**src/rtl/bpredPkg.sv**
```systemverilog
// Shared sizes, class codes and stage bundles for the branch predictor
// Fixed 32-bit addresses, no compressed instructions, table sizes are powers of two
package bpredPkg;

  ////////////////////
  // Sizes
  ////////////////////
  localparam int xLen         = 32;
  localparam int dirIndexBits = 6;   // 64 direction counters
  localparam int btbIndexBits = 4;   // 16 BTB entries
  localparam int rasDepth     = 4;

  ////////////////////
  // Encodings
  ////////////////////
  typedef enum logic [2:0] {
    clsNone   = 3'd0,
    clsBranch = 3'd1,
    clsJump   = 3'd2,
    clsReturn = 3'd3,
    clsCall   = 3'd4
  } instrClassT;

  // RISC-V major opcodes of control-flow instructions
  typedef enum logic [6:0] {
    opBranch = 7'b1100011,
    opJalr   = 7'b1100111,
    opJal    = 7'b1101111
  } opcodeT;

  ////////////////////
  // Stage bundles
  ////////////////////
  typedef struct packed {logic valid; logic [xLen-1:0] pc;} fetchT;
  typedef struct packed {logic valid; logic [xLen-1:0] pc; logic [31:0] instr;} decodeT;
  typedef struct packed {logic valid; logic taken; logic [xLen-1:0] target;} resolveT;
  // Target is the BTB target, or the RAS top for a return
  typedef struct packed {instrClassT cls; logic taken; logic [xLen-1:0] target;} predictT;
  typedef struct packed {logic wrong; logic [xLen-1:0] pc;} correctT;
  typedef struct packed {
    logic dirWrong;
    logic targetWrong;
    logic rasWrong;
    logic classWrong;
  } missT;

endpackage

```
**src/rtl/twoBitPredictor.sv**
```systemverilog
// Table of two-bit saturating counters indexed by PC word bits, no tag
// Aliasing branches share a counter
`timescale 1ns/100ps

module twoBitPredictor (
  input  logic                       clk,
  input  logic                       rstN,
  input  logic [bpredPkg::xLen-1:0]  pcF,
  output logic                       dirTakenF,
  input  logic                       updValid,
  input  bpredPkg::instrClassT       updClass,
  input  logic [bpredPkg::xLen-1:0]  updPc,
  input  logic                       taken
);

  logic [1:0]                        ctrTable [2**bpredPkg::dirIndexBits];
  logic [bpredPkg::dirIndexBits-1:0] rdIdx;
  logic [bpredPkg::dirIndexBits-1:0] wrIdx;
  logic                              wrEn;

  // Word index, low two bits always zero
  assign rdIdx = pcF[bpredPkg::dirIndexBits+1:2];
  assign wrIdx = updPc[bpredPkg::dirIndexBits+1:2];

  // Upper bit is the taken prediction
  assign dirTakenF = ctrTable[rdIdx][1];

  // Only resolved branches train the counters
  assign wrEn = updValid && (updClass == bpredPkg::clsBranch);

  always_ff @(posedge clk or negedge rstN) begin
    if (!rstN) begin
      // Weakly not taken
      for (int i = 0; i < 2**bpredPkg::dirIndexBits; i++) ctrTable[i] <= 2'b01;
    end else if (wrEn) begin
      if (taken && (ctrTable[wrIdx] != 2'b11)) begin
        ctrTable[wrIdx] <= ctrTable[wrIdx] + 2'b01;
      end else if (!taken && (ctrTable[wrIdx] != 2'b00)) begin
        ctrTable[wrIdx] <= ctrTable[wrIdx] - 2'b01;
      end
    end
  end

endmodule

```
**src/rtl/btb.sv**
```systemverilog
// Direct-mapped BTB, a new write replaces whatever shared the index
// Only taken control-flow instructions are allocated
`timescale 1ns/100ps

module btb (
  input  logic                       clk,
  input  logic                       rstN,
  input  logic [bpredPkg::xLen-1:0]  pcF,
  output logic                       btbHit,
  output bpredPkg::instrClassT       btbClass,
  output logic [bpredPkg::xLen-1:0]  btbTarget,
  input  logic                       updValid,
  input  bpredPkg::instrClassT       updClass,
  input  logic [bpredPkg::xLen-1:0]  updPc,
  input  logic                       taken,
  input  logic [bpredPkg::xLen-1:0]  target
);

  logic [2**bpredPkg::btbIndexBits-1:0]              validMem;
  logic [bpredPkg::xLen-1:bpredPkg::btbIndexBits+2]  tagMem    [2**bpredPkg::btbIndexBits];
  bpredPkg::instrClassT                              classMem  [2**bpredPkg::btbIndexBits];
  logic [bpredPkg::xLen-1:0]                         targetMem [2**bpredPkg::btbIndexBits];
  logic [bpredPkg::btbIndexBits-1:0]                 rdIdx;
  logic [bpredPkg::btbIndexBits-1:0]                 wrIdx;
  logic                                              wrEn;

  assign rdIdx = pcF[bpredPkg::btbIndexBits+1:2];
  assign wrIdx = updPc[bpredPkg::btbIndexBits+1:2];

  // Hit needs a valid entry and matching upper PC bits
  assign btbHit    = validMem[rdIdx] &&
                     (tagMem[rdIdx] == pcF[bpredPkg::xLen-1:bpredPkg::btbIndexBits+2]);
  assign btbClass  = classMem[rdIdx];
  assign btbTarget = targetMem[rdIdx];

  assign wrEn = updValid && taken && (updClass != bpredPkg::clsNone);

  // Valid bits
  always_ff @(posedge clk or negedge rstN) begin
    if (!rstN) begin
      validMem <= '0;
    end else if (wrEn) begin
      validMem[wrIdx] <= 1'b1;
    end
  end

  // Entry payload, meaningless until valid
  always_ff @(posedge clk) begin
    if (wrEn) begin
      tagMem[wrIdx]    <= updPc[bpredPkg::xLen-1:bpredPkg::btbIndexBits+2];
      classMem[wrIdx]  <= updClass;
      targetMem[wrIdx] <= target;
    end
  end

endmodule

```
**src/rtl/returnStack.sv**
```systemverilog
// Circular RAS, depth must be a power of two so the pointer wraps by itself
// Updated at execute only, no repair of wrong-path pushes or pops
`timescale 1ns/100ps

module returnStack (
  input  logic                       clk,
  input  logic                       rstN,
  output logic [bpredPkg::xLen-1:0]  rasTop,
  input  logic                       updValid,
  input  bpredPkg::instrClassT       updClass,
  input  logic [bpredPkg::xLen-1:0]  updPc
);

  logic [bpredPkg::xLen-1:0]              stack [bpredPkg::rasDepth];
  logic [$clog2(bpredPkg::rasDepth)-1:0]  ptr;
  logic [$clog2(bpredPkg::rasDepth)-1:0]  ptrInc;
  logic                                   push;
  logic                                   pop;

  assign push   = updValid && (updClass == bpredPkg::clsCall);
  assign pop    = updValid && (updClass == bpredPkg::clsReturn);
  assign ptrInc = ptr + 1'b1;

  // Pointer addresses the most recent link
  assign rasTop = stack[ptr];

  always_ff @(posedge clk or negedge rstN) begin
    if (!rstN) begin
      ptr <= '0;
      for (int i = 0; i < bpredPkg::rasDepth; i++) stack[i] <= '0;
    end else if (push) begin
      // Full stack drops its oldest link here
      stack[ptrInc] <= updPc + bpredPkg::xLen'(4);
      ptr           <= ptrInc;
    end else if (pop) begin
      ptr <= ptr - 1'b1;
    end
  end

endmodule

```
**src/rtl/instrClassDecode.sv**
```systemverilog
// Class decode of the decode-stage instruction, carried into execute
// Calls are jal with link rd only, jalr with a link rd decodes as a jump
`timescale 1ns/100ps

module instrClassDecode (
  input  logic                       clk,
  input  logic                       rstN,
  input  bpredPkg::decodeT           decode,
  output bpredPkg::instrClassT       classD,
  output bpredPkg::instrClassT       classE,
  output logic [bpredPkg::xLen-1:0]  pcE,
  output logic                       validE
);

  logic [4:0] rd;
  logic [4:0] rs1;
  logic       rdLink;
  logic       rs1Link;

  assign rd  = decode.instr[11:7];
  assign rs1 = decode.instr[19:15];

  // x1 and x5 are the link registers
  assign rdLink  = (rd == 5'd1) || (rd == 5'd5);
  assign rs1Link = (rs1 == 5'd1) || (rs1 == 5'd5);

  always_comb begin
    classD = bpredPkg::clsNone;
    if (decode.valid) begin
      case (bpredPkg::opcodeT'(decode.instr[6:0]))
        bpredPkg::opBranch: classD = bpredPkg::clsBranch;
        bpredPkg::opJal:    classD = rdLink ? bpredPkg::clsCall : bpredPkg::clsJump;
        // Return only with no link written
        bpredPkg::opJalr:   classD = (rs1Link && (rd == 5'd0)) ? bpredPkg::clsReturn
                                                               : bpredPkg::clsJump;
        default:            classD = bpredPkg::clsNone;
      endcase
    end
  end

  // D to E stage register
  always_ff @(posedge clk or negedge rstN) begin
    if (!rstN) begin
      classE <= bpredPkg::clsNone;
      pcE    <= '0;
      validE <= 1'b0;
    end else begin
      classE <= classD;
      pcE    <= decode.pc;
      validE <= decode.valid;
    end
  end

endmodule

```
**src/rtl/bpredResolve.sv**
```systemverilog
// Next-PC choice at fetch, prediction check at execute, miss reasons one cycle later
// No stalls or flushes, every stage register advances each cycle
`timescale 1ns/100ps

module bpredResolve (
  input  logic                       clk,
  input  logic                       rstN,
  input  bpredPkg::fetchT            fetch,
  input  bpredPkg::decodeT           decode,
  input  bpredPkg::resolveT          resolve,
  input  logic                       btbHit,
  input  bpredPkg::instrClassT       btbClass,
  input  logic [bpredPkg::xLen-1:0]  btbTarget,
  input  logic                       dirTakenF,
  input  logic [bpredPkg::xLen-1:0]  rasTop,
  input  bpredPkg::instrClassT       classE,
  input  logic [bpredPkg::xLen-1:0]  pcE,
  input  logic                       validE,
  output logic [bpredPkg::xLen-1:0]  pcNext,
  output bpredPkg::correctT          correct,
  output bpredPkg::missT             miss,
  output logic                       updValid,
  output bpredPkg::instrClassT       updClass,
  output logic [bpredPkg::xLen-1:0]  updPc
);

  bpredPkg::predictT          predF;
  bpredPkg::predictT          predD;
  bpredPkg::predictT          predE;
  bpredPkg::missT             missE;
  logic [bpredPkg::xLen-1:0]  pcPlus4F;
  logic [bpredPkg::xLen-1:0]  predPcF;
  logic [bpredPkg::xLen-1:0]  pcCorrectE;
  logic                       eValid;
  logic                       cfiE;

  ////////////////////
  // Fetch prediction
  ////////////////////
  assign pcPlus4F = fetch.pc + bpredPkg::xLen'(4);

  always_comb begin
    // BTB miss means fall through
    predF = '{cls: bpredPkg::clsNone, taken: 1'b0, target: pcPlus4F};
    if (btbHit) begin
      predF.cls    = btbClass;
      predF.taken  = (btbClass == bpredPkg::clsBranch) ? dirTakenF
                                                       : (btbClass != bpredPkg::clsNone);
      predF.target = (btbClass == bpredPkg::clsReturn) ? rasTop : btbTarget;
    end
  end

  assign predPcF = predF.taken ? predF.target : pcPlus4F;

  ////////////////////
  // Execute check
  ////////////////////
  assign eValid     = validE && resolve.valid;
  assign pcCorrectE = resolve.taken ? resolve.target : pcE + bpredPkg::xLen'(4);

  // Compare against the instruction actually fetched next
  assign correct.wrong = eValid && decode.valid && (pcCorrectE != decode.pc);
  assign correct.pc    = pcCorrectE;
  assign pcNext        = correct.wrong ? pcCorrectE : predPcF;

  // Taken branch, jump or call, all BTB targets
  assign cfiE = (classE == bpredPkg::clsBranch) || (classE == bpredPkg::clsJump) ||
                (classE == bpredPkg::clsCall);

  // Direction only counts when the BTB also called it a branch
  assign missE.dirWrong    = eValid && (classE == bpredPkg::clsBranch) &&
                             (predE.cls == bpredPkg::clsBranch) && (predE.taken != resolve.taken);
  assign missE.targetWrong = eValid && cfiE && resolve.taken && (predE.target != resolve.target);
  assign missE.rasWrong    = eValid && (classE == bpredPkg::clsReturn) && resolve.taken &&
                             (predE.target != resolve.target);
  assign missE.classWrong  = eValid && (predE.cls != classE);

  // Table training
  assign updValid = eValid;
  assign updClass = classE;
  assign updPc    = pcE;

  // F to D to E prediction pipe, M miss register
  always_ff @(posedge clk or negedge rstN) begin
    if (!rstN) begin
      predD <= '0;
      predE <= '0;
      miss  <= '0;
    end else begin
      predD <= fetch.valid ? predF : '0;
      predE <= predD;
      miss  <= missE;
    end
  end

endmodule

```
**src/rtl/bpred.sv**
```systemverilog
// Fetch-stage branch predictor, one instruction per cycle in lock step
// Caller supplies fetch, decode and resolved outcome each cycle
`timescale 1ns/100ps

module bpred (
  input  logic                       clk,
  input  logic                       rstN,
  input  bpredPkg::fetchT            fetch,
  input  bpredPkg::decodeT           decode,
  input  bpredPkg::resolveT          resolve,
  output logic [bpredPkg::xLen-1:0]  pcNext,
  output bpredPkg::correctT          correct,
  output bpredPkg::missT             miss
);

  bpredPkg::instrClassT       classE;
  logic [bpredPkg::xLen-1:0]  pcE;
  logic                       validE;
  logic                       dirTakenF;
  logic                       btbHit;
  bpredPkg::instrClassT       btbClass;
  logic [bpredPkg::xLen-1:0]  btbTarget;
  logic [bpredPkg::xLen-1:0]  rasTop;
  logic                       updValid;
  bpredPkg::instrClassT       updClass;
  logic [bpredPkg::xLen-1:0]  updPc;

  // Decode class is only consumed once it reaches execute
  instrClassDecode classDec_i (.clk, .rstN, .decode, .classD(), .classE, .pcE, .validE);

  twoBitPredictor dirPred_i (.clk, .rstN, .pcF(fetch.pc), .dirTakenF, .updValid, .updClass,
    .updPc, .taken(resolve.taken));

  btb btb_i (.clk, .rstN, .pcF(fetch.pc), .btbHit, .btbClass, .btbTarget, .updValid, .updClass,
    .updPc, .taken(resolve.taken), .target(resolve.target));

  returnStack ras_i (.clk, .rstN, .rasTop, .updValid, .updClass, .updPc);

  bpredResolve resolve_i (.clk, .rstN, .fetch, .decode, .resolve, .btbHit, .btbClass,
    .btbTarget, .dirTakenF, .rasTop, .classE, .pcE, .validE, .pcNext, .correct, .miss,
    .updValid, .updClass, .updPc);

endmodule

```
**config.mk**
```make
export PLATFORM = sky130hd
export DESIGN_NAME = bpred
export DESIGN_NICKNAME = d
export VERILOG_FILES = /design/src/rtl/bpredPkg.sv /design/src/rtl/twoBitPredictor.sv /design/src/rtl/btb.sv /design/src/rtl/returnStack.sv /design/src/rtl/instrClassDecode.sv /design/src/rtl/bpredResolve.sv /design/src/rtl/bpred.sv
export SDC_FILE = /design/constraint.sdc
export NUM_CORES = 2
export LEC_CHECK = 0
export ABC_CLOCK_PERIOD_IN_PS = 8750
export BUFFER_PORTS_ARGS = -buffer_cell sky130_fd_sc_hd__buf_2
export CORE_MARGIN = 2
export CORE_UTILIZATION = 50
export DETAILED_ROUTE_END_ITERATION = 12
export PLACE_DENSITY = 0.73
export SYNTH_ARGS = -nofsm -noshare
export SYNTH_HDL_FRONTEND = slang
export SYNTH_SLANG_ARGS = --single-unit
```
**constraint.sdc**
```tcl
create_clock -name clk -period 8.75 [get_ports clk]
set_input_delay 0.875 -clock clk [delete_from_list [all_inputs] [get_ports clk]]
set_output_delay 0.875 -clock clk [all_outputs]
set_load 0.005 [all_outputs]
```
### After elaboration in Yosys (flattened, before gate mapping)

Memories as Yosys holds them, arrays and structs flattened.
Index checks and enable logic that the tools add are counted.
Widths: inputs -> output; s select.

| word-level totals | value |
|---|---|
| register bits | 386 |
| RAM bits | 976 |
| input port bits | 134 |
| output and inout port bits | 69 |
| word-level logic and storage cells | 198 |
| memories | 3 |

| cells by class | value |
|---|---|
| add/subtract/negate cells | 6 |
| order comparisons | 9 |
| eq/ne operators | 20 |
| multiplexer cells | 37 |
| bitwise operators | 5 |
| reductions and logical operators | 35 |

Memory list:

| name | depth | bits a word | rd ports | clocked after memory_dff | write ports | line | source |
|---|---|---|---|---|---|---|---|
| btb_i.targetMem | 16 | 32 | 1 | 0 | 1 | btb.sv:22 | `logic [bpredPkg::xLen-1:0] targetMem [2**bpredPkg::btbIndexBits];` |
| btb_i.tagMem | 16 | 26 | 1 | 0 | 1 | btb.sv:20 | `logic [bpredPkg::xLen-1:bpredPkg::btbIndexBits+2] tagMem [2**bpredPkg::btbIndexBits];` |
| btb_i.classMem | 16 | 3 | 1 | 0 | 1 | btb.sv:21 | `bpredPkg::instrClassT classMem [2**bpredPkg::btbIndexBits];` |

Operator list:

| cell | count |
|---|---|
| $bwmux 128 | 3 |
| $mux 128 | 2 |
| $mux 32 | 7 |
| $mux 36 | 2 |
| $add 32x3->32 const B | 2 |
| $bmux 32 s2 | 1 |
| $demux 32 s2 | 1 |
| $ne 32x32->1 | 2 |
| $eq 26x26->1 | 1 |
| $bmux 2 s6 | 2 |
| $logic_and 1x1->1 | 23 |
| $eq 7x7->1 const B | 3 |
| $or 16x16->16 | 1 |
| $ge 7x7->1 const B | 2 |
| $mux 2 | 7 |
| $not 6->7 | 2 |
| $demux 2 s6 | 1 |
| $eq 5x1->1 const B | 2 |
| $eq 5x3->1 const B | 2 |
| $lt 4x5->1 const B | 2 |
| $eq 3x1->1 const B | 3 |
| $eq 3x2->1 const B | 3 |
| $pmux 3 s3 | 1 |
| $lt 7x1->1 const B | 1 |
| 20 further kinds | 36 |

### Depth between registers and ports, before layout

| depth | value |
|---|---|
| depth in word-level cells | 8 |
| mapped depth | 20 |
| depth with buffers taken out | 17 |

### Modules after synthesis

A second synthesis with hierarchy kept.

| unflattened totals | value |
|---|---|
| cell total of the unflattened synthesis | 3,551 |
| area total of the unflattened synthesis | 59,363.2 µm² |

Modules (own cells, without submodules):

| module | times used | cells each | area an instance (µm²) | seq. area each (µm²) |
|---|---|---|---|---|
| btb | 1 | 1,601 | 38,345.5 | 29,708.5 |
| twoBitPredictor | 1 | 565 | 7,009.2 | 3,283.1 |
| bpredResolve | 1 | 786 | 6,949.2 | 1,901.8 |
| returnStack | 1 | 552 | 6,069.6 | 3,253.1 |
| instrClassDecode | 1 | 47 | 989.7 | 900.9 |

### Worst setup path after synthesis

No wires, ideal clock.

| timing | value |
|---|---|
| path type | input port to flip-flop |
| start | input resolve[32] (netlist name) |
| end | register btb_i.validMem[0] (netlist name) |
| setup time | 91 ps |
| arrival | 6,536 ps |
| required time | 8,659 ps |
| path slack | 2,124 ps |
| cell stages on the path | 8 |
| path buffers | 3 |
| path through | buf_4 inv_1 buf_6 buf_6 nor3_1 nand2_1 nor3_1 or2_2 |

| on the way | value |
|---|---|
| longest elaborated chain between the ends | 2 |

Ends and longest elaborated chain:

| item | line | source |
|---|---|---|
| start, declared | bpred.sv:10 | `input bpredPkg::resolveT resolve,` |
| $logic_and 1x1->1 (2 in series) | btb.sv:36 | `assign wrEn = updValid && taken && (updClass != bpredPkg::clsNone);` |
| end signal, assigned | btb.sv:41 | `validMem <= '0;` |
| end signal, assigned by index | btb.sv:43 | `validMem[wrIdx] <= 1'b1;` |
| end, declared | btb.sv:19 | `logic [2**bpredPkg::btbIndexBits-1:0] validMem;` |

No other way between the ends.
A chain may end at the register's enable or synchronous reset.

### Final worst setup path

| timing | value |
|---|---|
| start | register classDec_i.pcE[5] (netlist name) |
| end | output pcNext[25] (netlist name) |

| on the way | value |
|---|---|
| longest elaborated chain between the ends | 5 |

Ends and longest elaborated chain:

| item | line | source |
|---|---|---|
| start, declared | instrClassDecode.sv:11 | `output logic [bpredPkg::xLen-1:0] pcE,` |
| start signal, assigned | instrClassDecode.sv:49 | `pcE <= decode.pc;` |
| $add 32x3->32 * | bpredResolve.sv:59 | `assign pcCorrectE = resolve.taken ? resolve.target : pcE + bpredPkg::xLen'(4);` |
| $mux 32 * | bpredResolve.sv:59 |  |
| $ne 32x32->1 | bpredResolve.sv:62 | `assign correct.wrong = eValid && decode.valid && (pcCorrectE != decode.pc);` |
| $logic_and 1x1->1 | bpredResolve.sv:62 |  |
| $mux 32 * | bpredResolve.sv:64 | `assign pcNext = correct.wrong ? pcCorrectE : predPcF;` |
| end, declared | bpred.sv:11 | `output logic [bpredPkg::xLen-1:0] pcNext,` |

Every way passes the cells marked *; elsewhere a longest branch is shown, timed or not.

==> results.md <==
- Setup TNS Final: 0 ps
- Starting DRT DRC Count: 4133
- Max-cap violations: 0
- Synth-to-layout area growth: 12.59%
- Post-synth cell types: 88
- Io pins: 203
- Filler Cell Count: 8742
- Final setup viols: 0
- Area leader, netlist: edfxtp_1
- Sink Count: 1362
- Top Family by Delay on Critical Path: simple AND/OR/NAND/NOR gates
- First-pass GRT wire length: 236200 um
- Initial antenna violation count: 23
- Skew-Pair Late Insertion Delay: 760 ps
- Yosys top cell area share: 0.5033
- Ranking of synthesized cells by area: edfxtp_1 (50%), dfrtp_1 (14%), mux4_2 (9.8%), dfstp_2 (2.9%), mux2i_1 (2.8%)
- Maximum VDD drop: 193.9 uV
- Worst-case clock buffer depth: 3
- Setup bufs post-CTS: 0
- Slowest stage cell on the critical path: dfrtp_1
- Share of cells above drive strength 1: 0.2745
- Critical Path End Type: output pin
- Count of input and output buffers: 186
- Reg clk slew, reported paths: 60 ps
- Setup slack after layout: 1077 ps
- Grt ovf: 0
- Leakage power figure: 24.10 nW
- PwrDens: 212.1 nW/um2
- RSZ-0062 raised after global routing: no
- Final Hold Fails: 0
- Placer Congestion: 0.9653
- Setup crit start kind: register
- HPWL Detailed: 99970 um
- Hold_ws: 189.0 ps
- GRT Total Usage: 0.2736
- Mapped Cells: 3510
- Post-synthesis net count: 3655
- Die height: 345.3 um
- Worst reg2reg path depth: 15
- Final min period: 7673 ps
- Starting Density: 0.5025
- Final net count: 3862
- Final Non-Filler Cells: 5368
- Pre-antenna DRT Iters: 6
- CTS H-tree lvls: 4
- DRC: 0
- Total wire length: 162900 um
- Final ANT Viol Nets: 0
- Crit path cell chain: nand4_1 > nor4_2 > nand2_1 > xnor2_1 > a21oi_1 > a221oi_1 > o2111ai_1 > o211ai_4 > buf_4 > mux2_4 > buf_2
- Vias in the first global route: 33796
- DR vias: 34086
- Post-synth EDFFs: 976
- Synthesis Warnings: 0
- CTS tree: yes
- Largest net degree at the start of global routing: 150
- Pre-CTS setup slack: 2021 ps
- Period utilization: 0.8769
- Vias per inst: 6.350
- Hold Buf Count CTS: 0
- Synthesized area: 58230 um2
- Max-slew violations: 0
- Worst min path class: in -> async
- Worst EP required: 7880 ps
- Worst Path Arrival: 6800 ps
- Crit-path max FO: 23
- Synth Register Bits: 1362
- Post-synth ARST share: 0.2834
- Sequential area share after synthesis: 0.6706
- Inst Count DP: 5098
- Post-CTS resize count: 0
- CP Class: reg -> out
- Syn avg cell area: 16.59 um2
- Worst r2r src: classDec_i.pcE[3]
- Avg WL per Cell: 30.34 um
- Critical path buffers and inverters: 2
- Full die area: 119200 um2
- Num rows: 125
- Fmax: 0.1303 GHz
- Clk_skew: 36.42 ps
- CP max stage delay: 970 ps
- Worst reg-to-reg setup slack: 3300 ps
- Die Wd: 345.3 um
- Worst Tran Pin Value: 1295 ps
- Rel. slew slack: 0.1333
- Clk root buf: clkbuf_16
- Total CTS buffers: 141
- Status: complete, no violations
- Main flop type after synthesis: edfxtp_1
- Core region area: 115900 um2
## state kept, by name (all words and copies together), names as in the netlist, named ones only
register,flops
classDec_i.classE,3
classDec_i.validE,1
resolve_i.predE,36
dirPred_i.ctrTable,64
classDec_i.pcE,32
btb_i.targetMem,512
btb_i.validMem,16
btb_i.classMem,48
ras_i.ptr,2
ras_i.stack,128
resolve_i.predD,36
resolve_i.miss,4
btb_i.tagMem,416
## layer usage
metal | global-route usage | wire length, um
met1 | 0.3773 | 63430
met4 | 0.08969 | 4955
met3 | 0.08590 | 19090
met2 | 0.4165 | 75200
met5 | 0 | 184
## through the flow
stage                     power [W]  area (um2)  utilization
final                       0.01391       65560       0.5657
after detailed placement   0.007984       60860       0.5251
after global placement     0.007971       60860       0.5251
after global routing        0.01427       65550       0.5656
after CTS                   0.01395       65540       0.5655
after floorplan            0.007597       58230            -
## cells by family after synthesis
family	after synthesis	share of synthesized area
DFF	1362	0.6706
AOI/OAI and AO/OA	433	0.04684
buffers and inverters	233	0.01962
and+or+nand+nor	672	0.05447
adders and majority gates	11	0.002364
muxes	639	0.1809
xor gates and xnor gates	160	0.02525
## placed cells by master (no fill, tap or decap), types with 45 or more instances in the layout
| cell type | synthesis | final |
|---|---|---|
| nor2_1 | 148 | 136 |
| clkbuf_16 | 0 | 142 |
| xnor2_1 | 81 | 81 |
| edfxtp_1 | 976 | 976 |
| dfstp_2 | 64 | 64 |
| mux2_2 | 138 | 138 |
| mux4_2 | 254 | 254 |
| xor2_1 | 74 | 73 |
| mux2i_1 | 164 | 164 |
| buf_2 | 33 | 182 |
| mux2_4 | 48 | 48 |
| o22ai_1 | 45 | 45 |
| o21ai_0 | 192 | 192 |
| buf_4 | 19 | 69 |
| dfrtp_1 | 322 | 320 |
| nand2_1 | 284 | 280 |
## where the power goes
part           switching (W)  internal (W)
combinational       0.000561      0.000309
sequential         0.0000499       0.00695
clock                0.00257       0.00346
total                0.00318        0.0107
## cell usage after synthesis (all sizes together) (26+ instances only)
cell type and count:
edfxtp 976, dfrtp 322, mux4 289, nand2 284
o21ai 192, mux2 186, mux2i 164, nor2 148
clkbuf 107, buf 85, xnor2 81, xor2 74
dfstp 64, o22ai 45, a21oi 43, nand3 40
inv 38, a22oi 33, nor3 33, nand4 27
nor4 26
## worst register-to-register path, stage by stage (launching register included)
cell and delay [ps]:
dfrtp_1 840, inv_1 320, nand2_1 510, o22ai_1 150, or4_1 580, o211ai_1 170
o21ai_0 110, a21oi_1 450, nand2_1 230, ha_1 230, nor2_1 90, o21a_1 210
nand2_1 150, nor3_1 740, nand2_1 250, mux2_2 330
## worst max path at each step
stage | cells after the start | endpoint | from | slack, ps
finish | 11 | pcNext[25] | classDec_i.pcE[5] | 1080
floorplan | 8 | btb_i.validMem[0] | resolve[32] | 2120
global route | 11 | pcNext[25] | classDec_i.pcE[5] | 910
detailed placement | 12 | pcNext[0] | fetch[2] | 2020
global placement | 12 | pcNext[31] | fetch[2] | 2040
CTS | 11 | pcNext[25] | classDec_i.pcE[5] | 1290
## cell type report
class	instances	area, um2	area share
antenna	11	27.53	0.0004198
clock buffer	188	3856	0.05882
clock inverter	71	823.3	0.01256
inverter	39	148.9	0.002271
multi-input combinational	1915	18200	0.2775
sequential	1362	39050	0.5956
tap	1524	1907	0.02908
timing repair buffer	258	1554	0.02370
(Power assumes the default switching activity.)
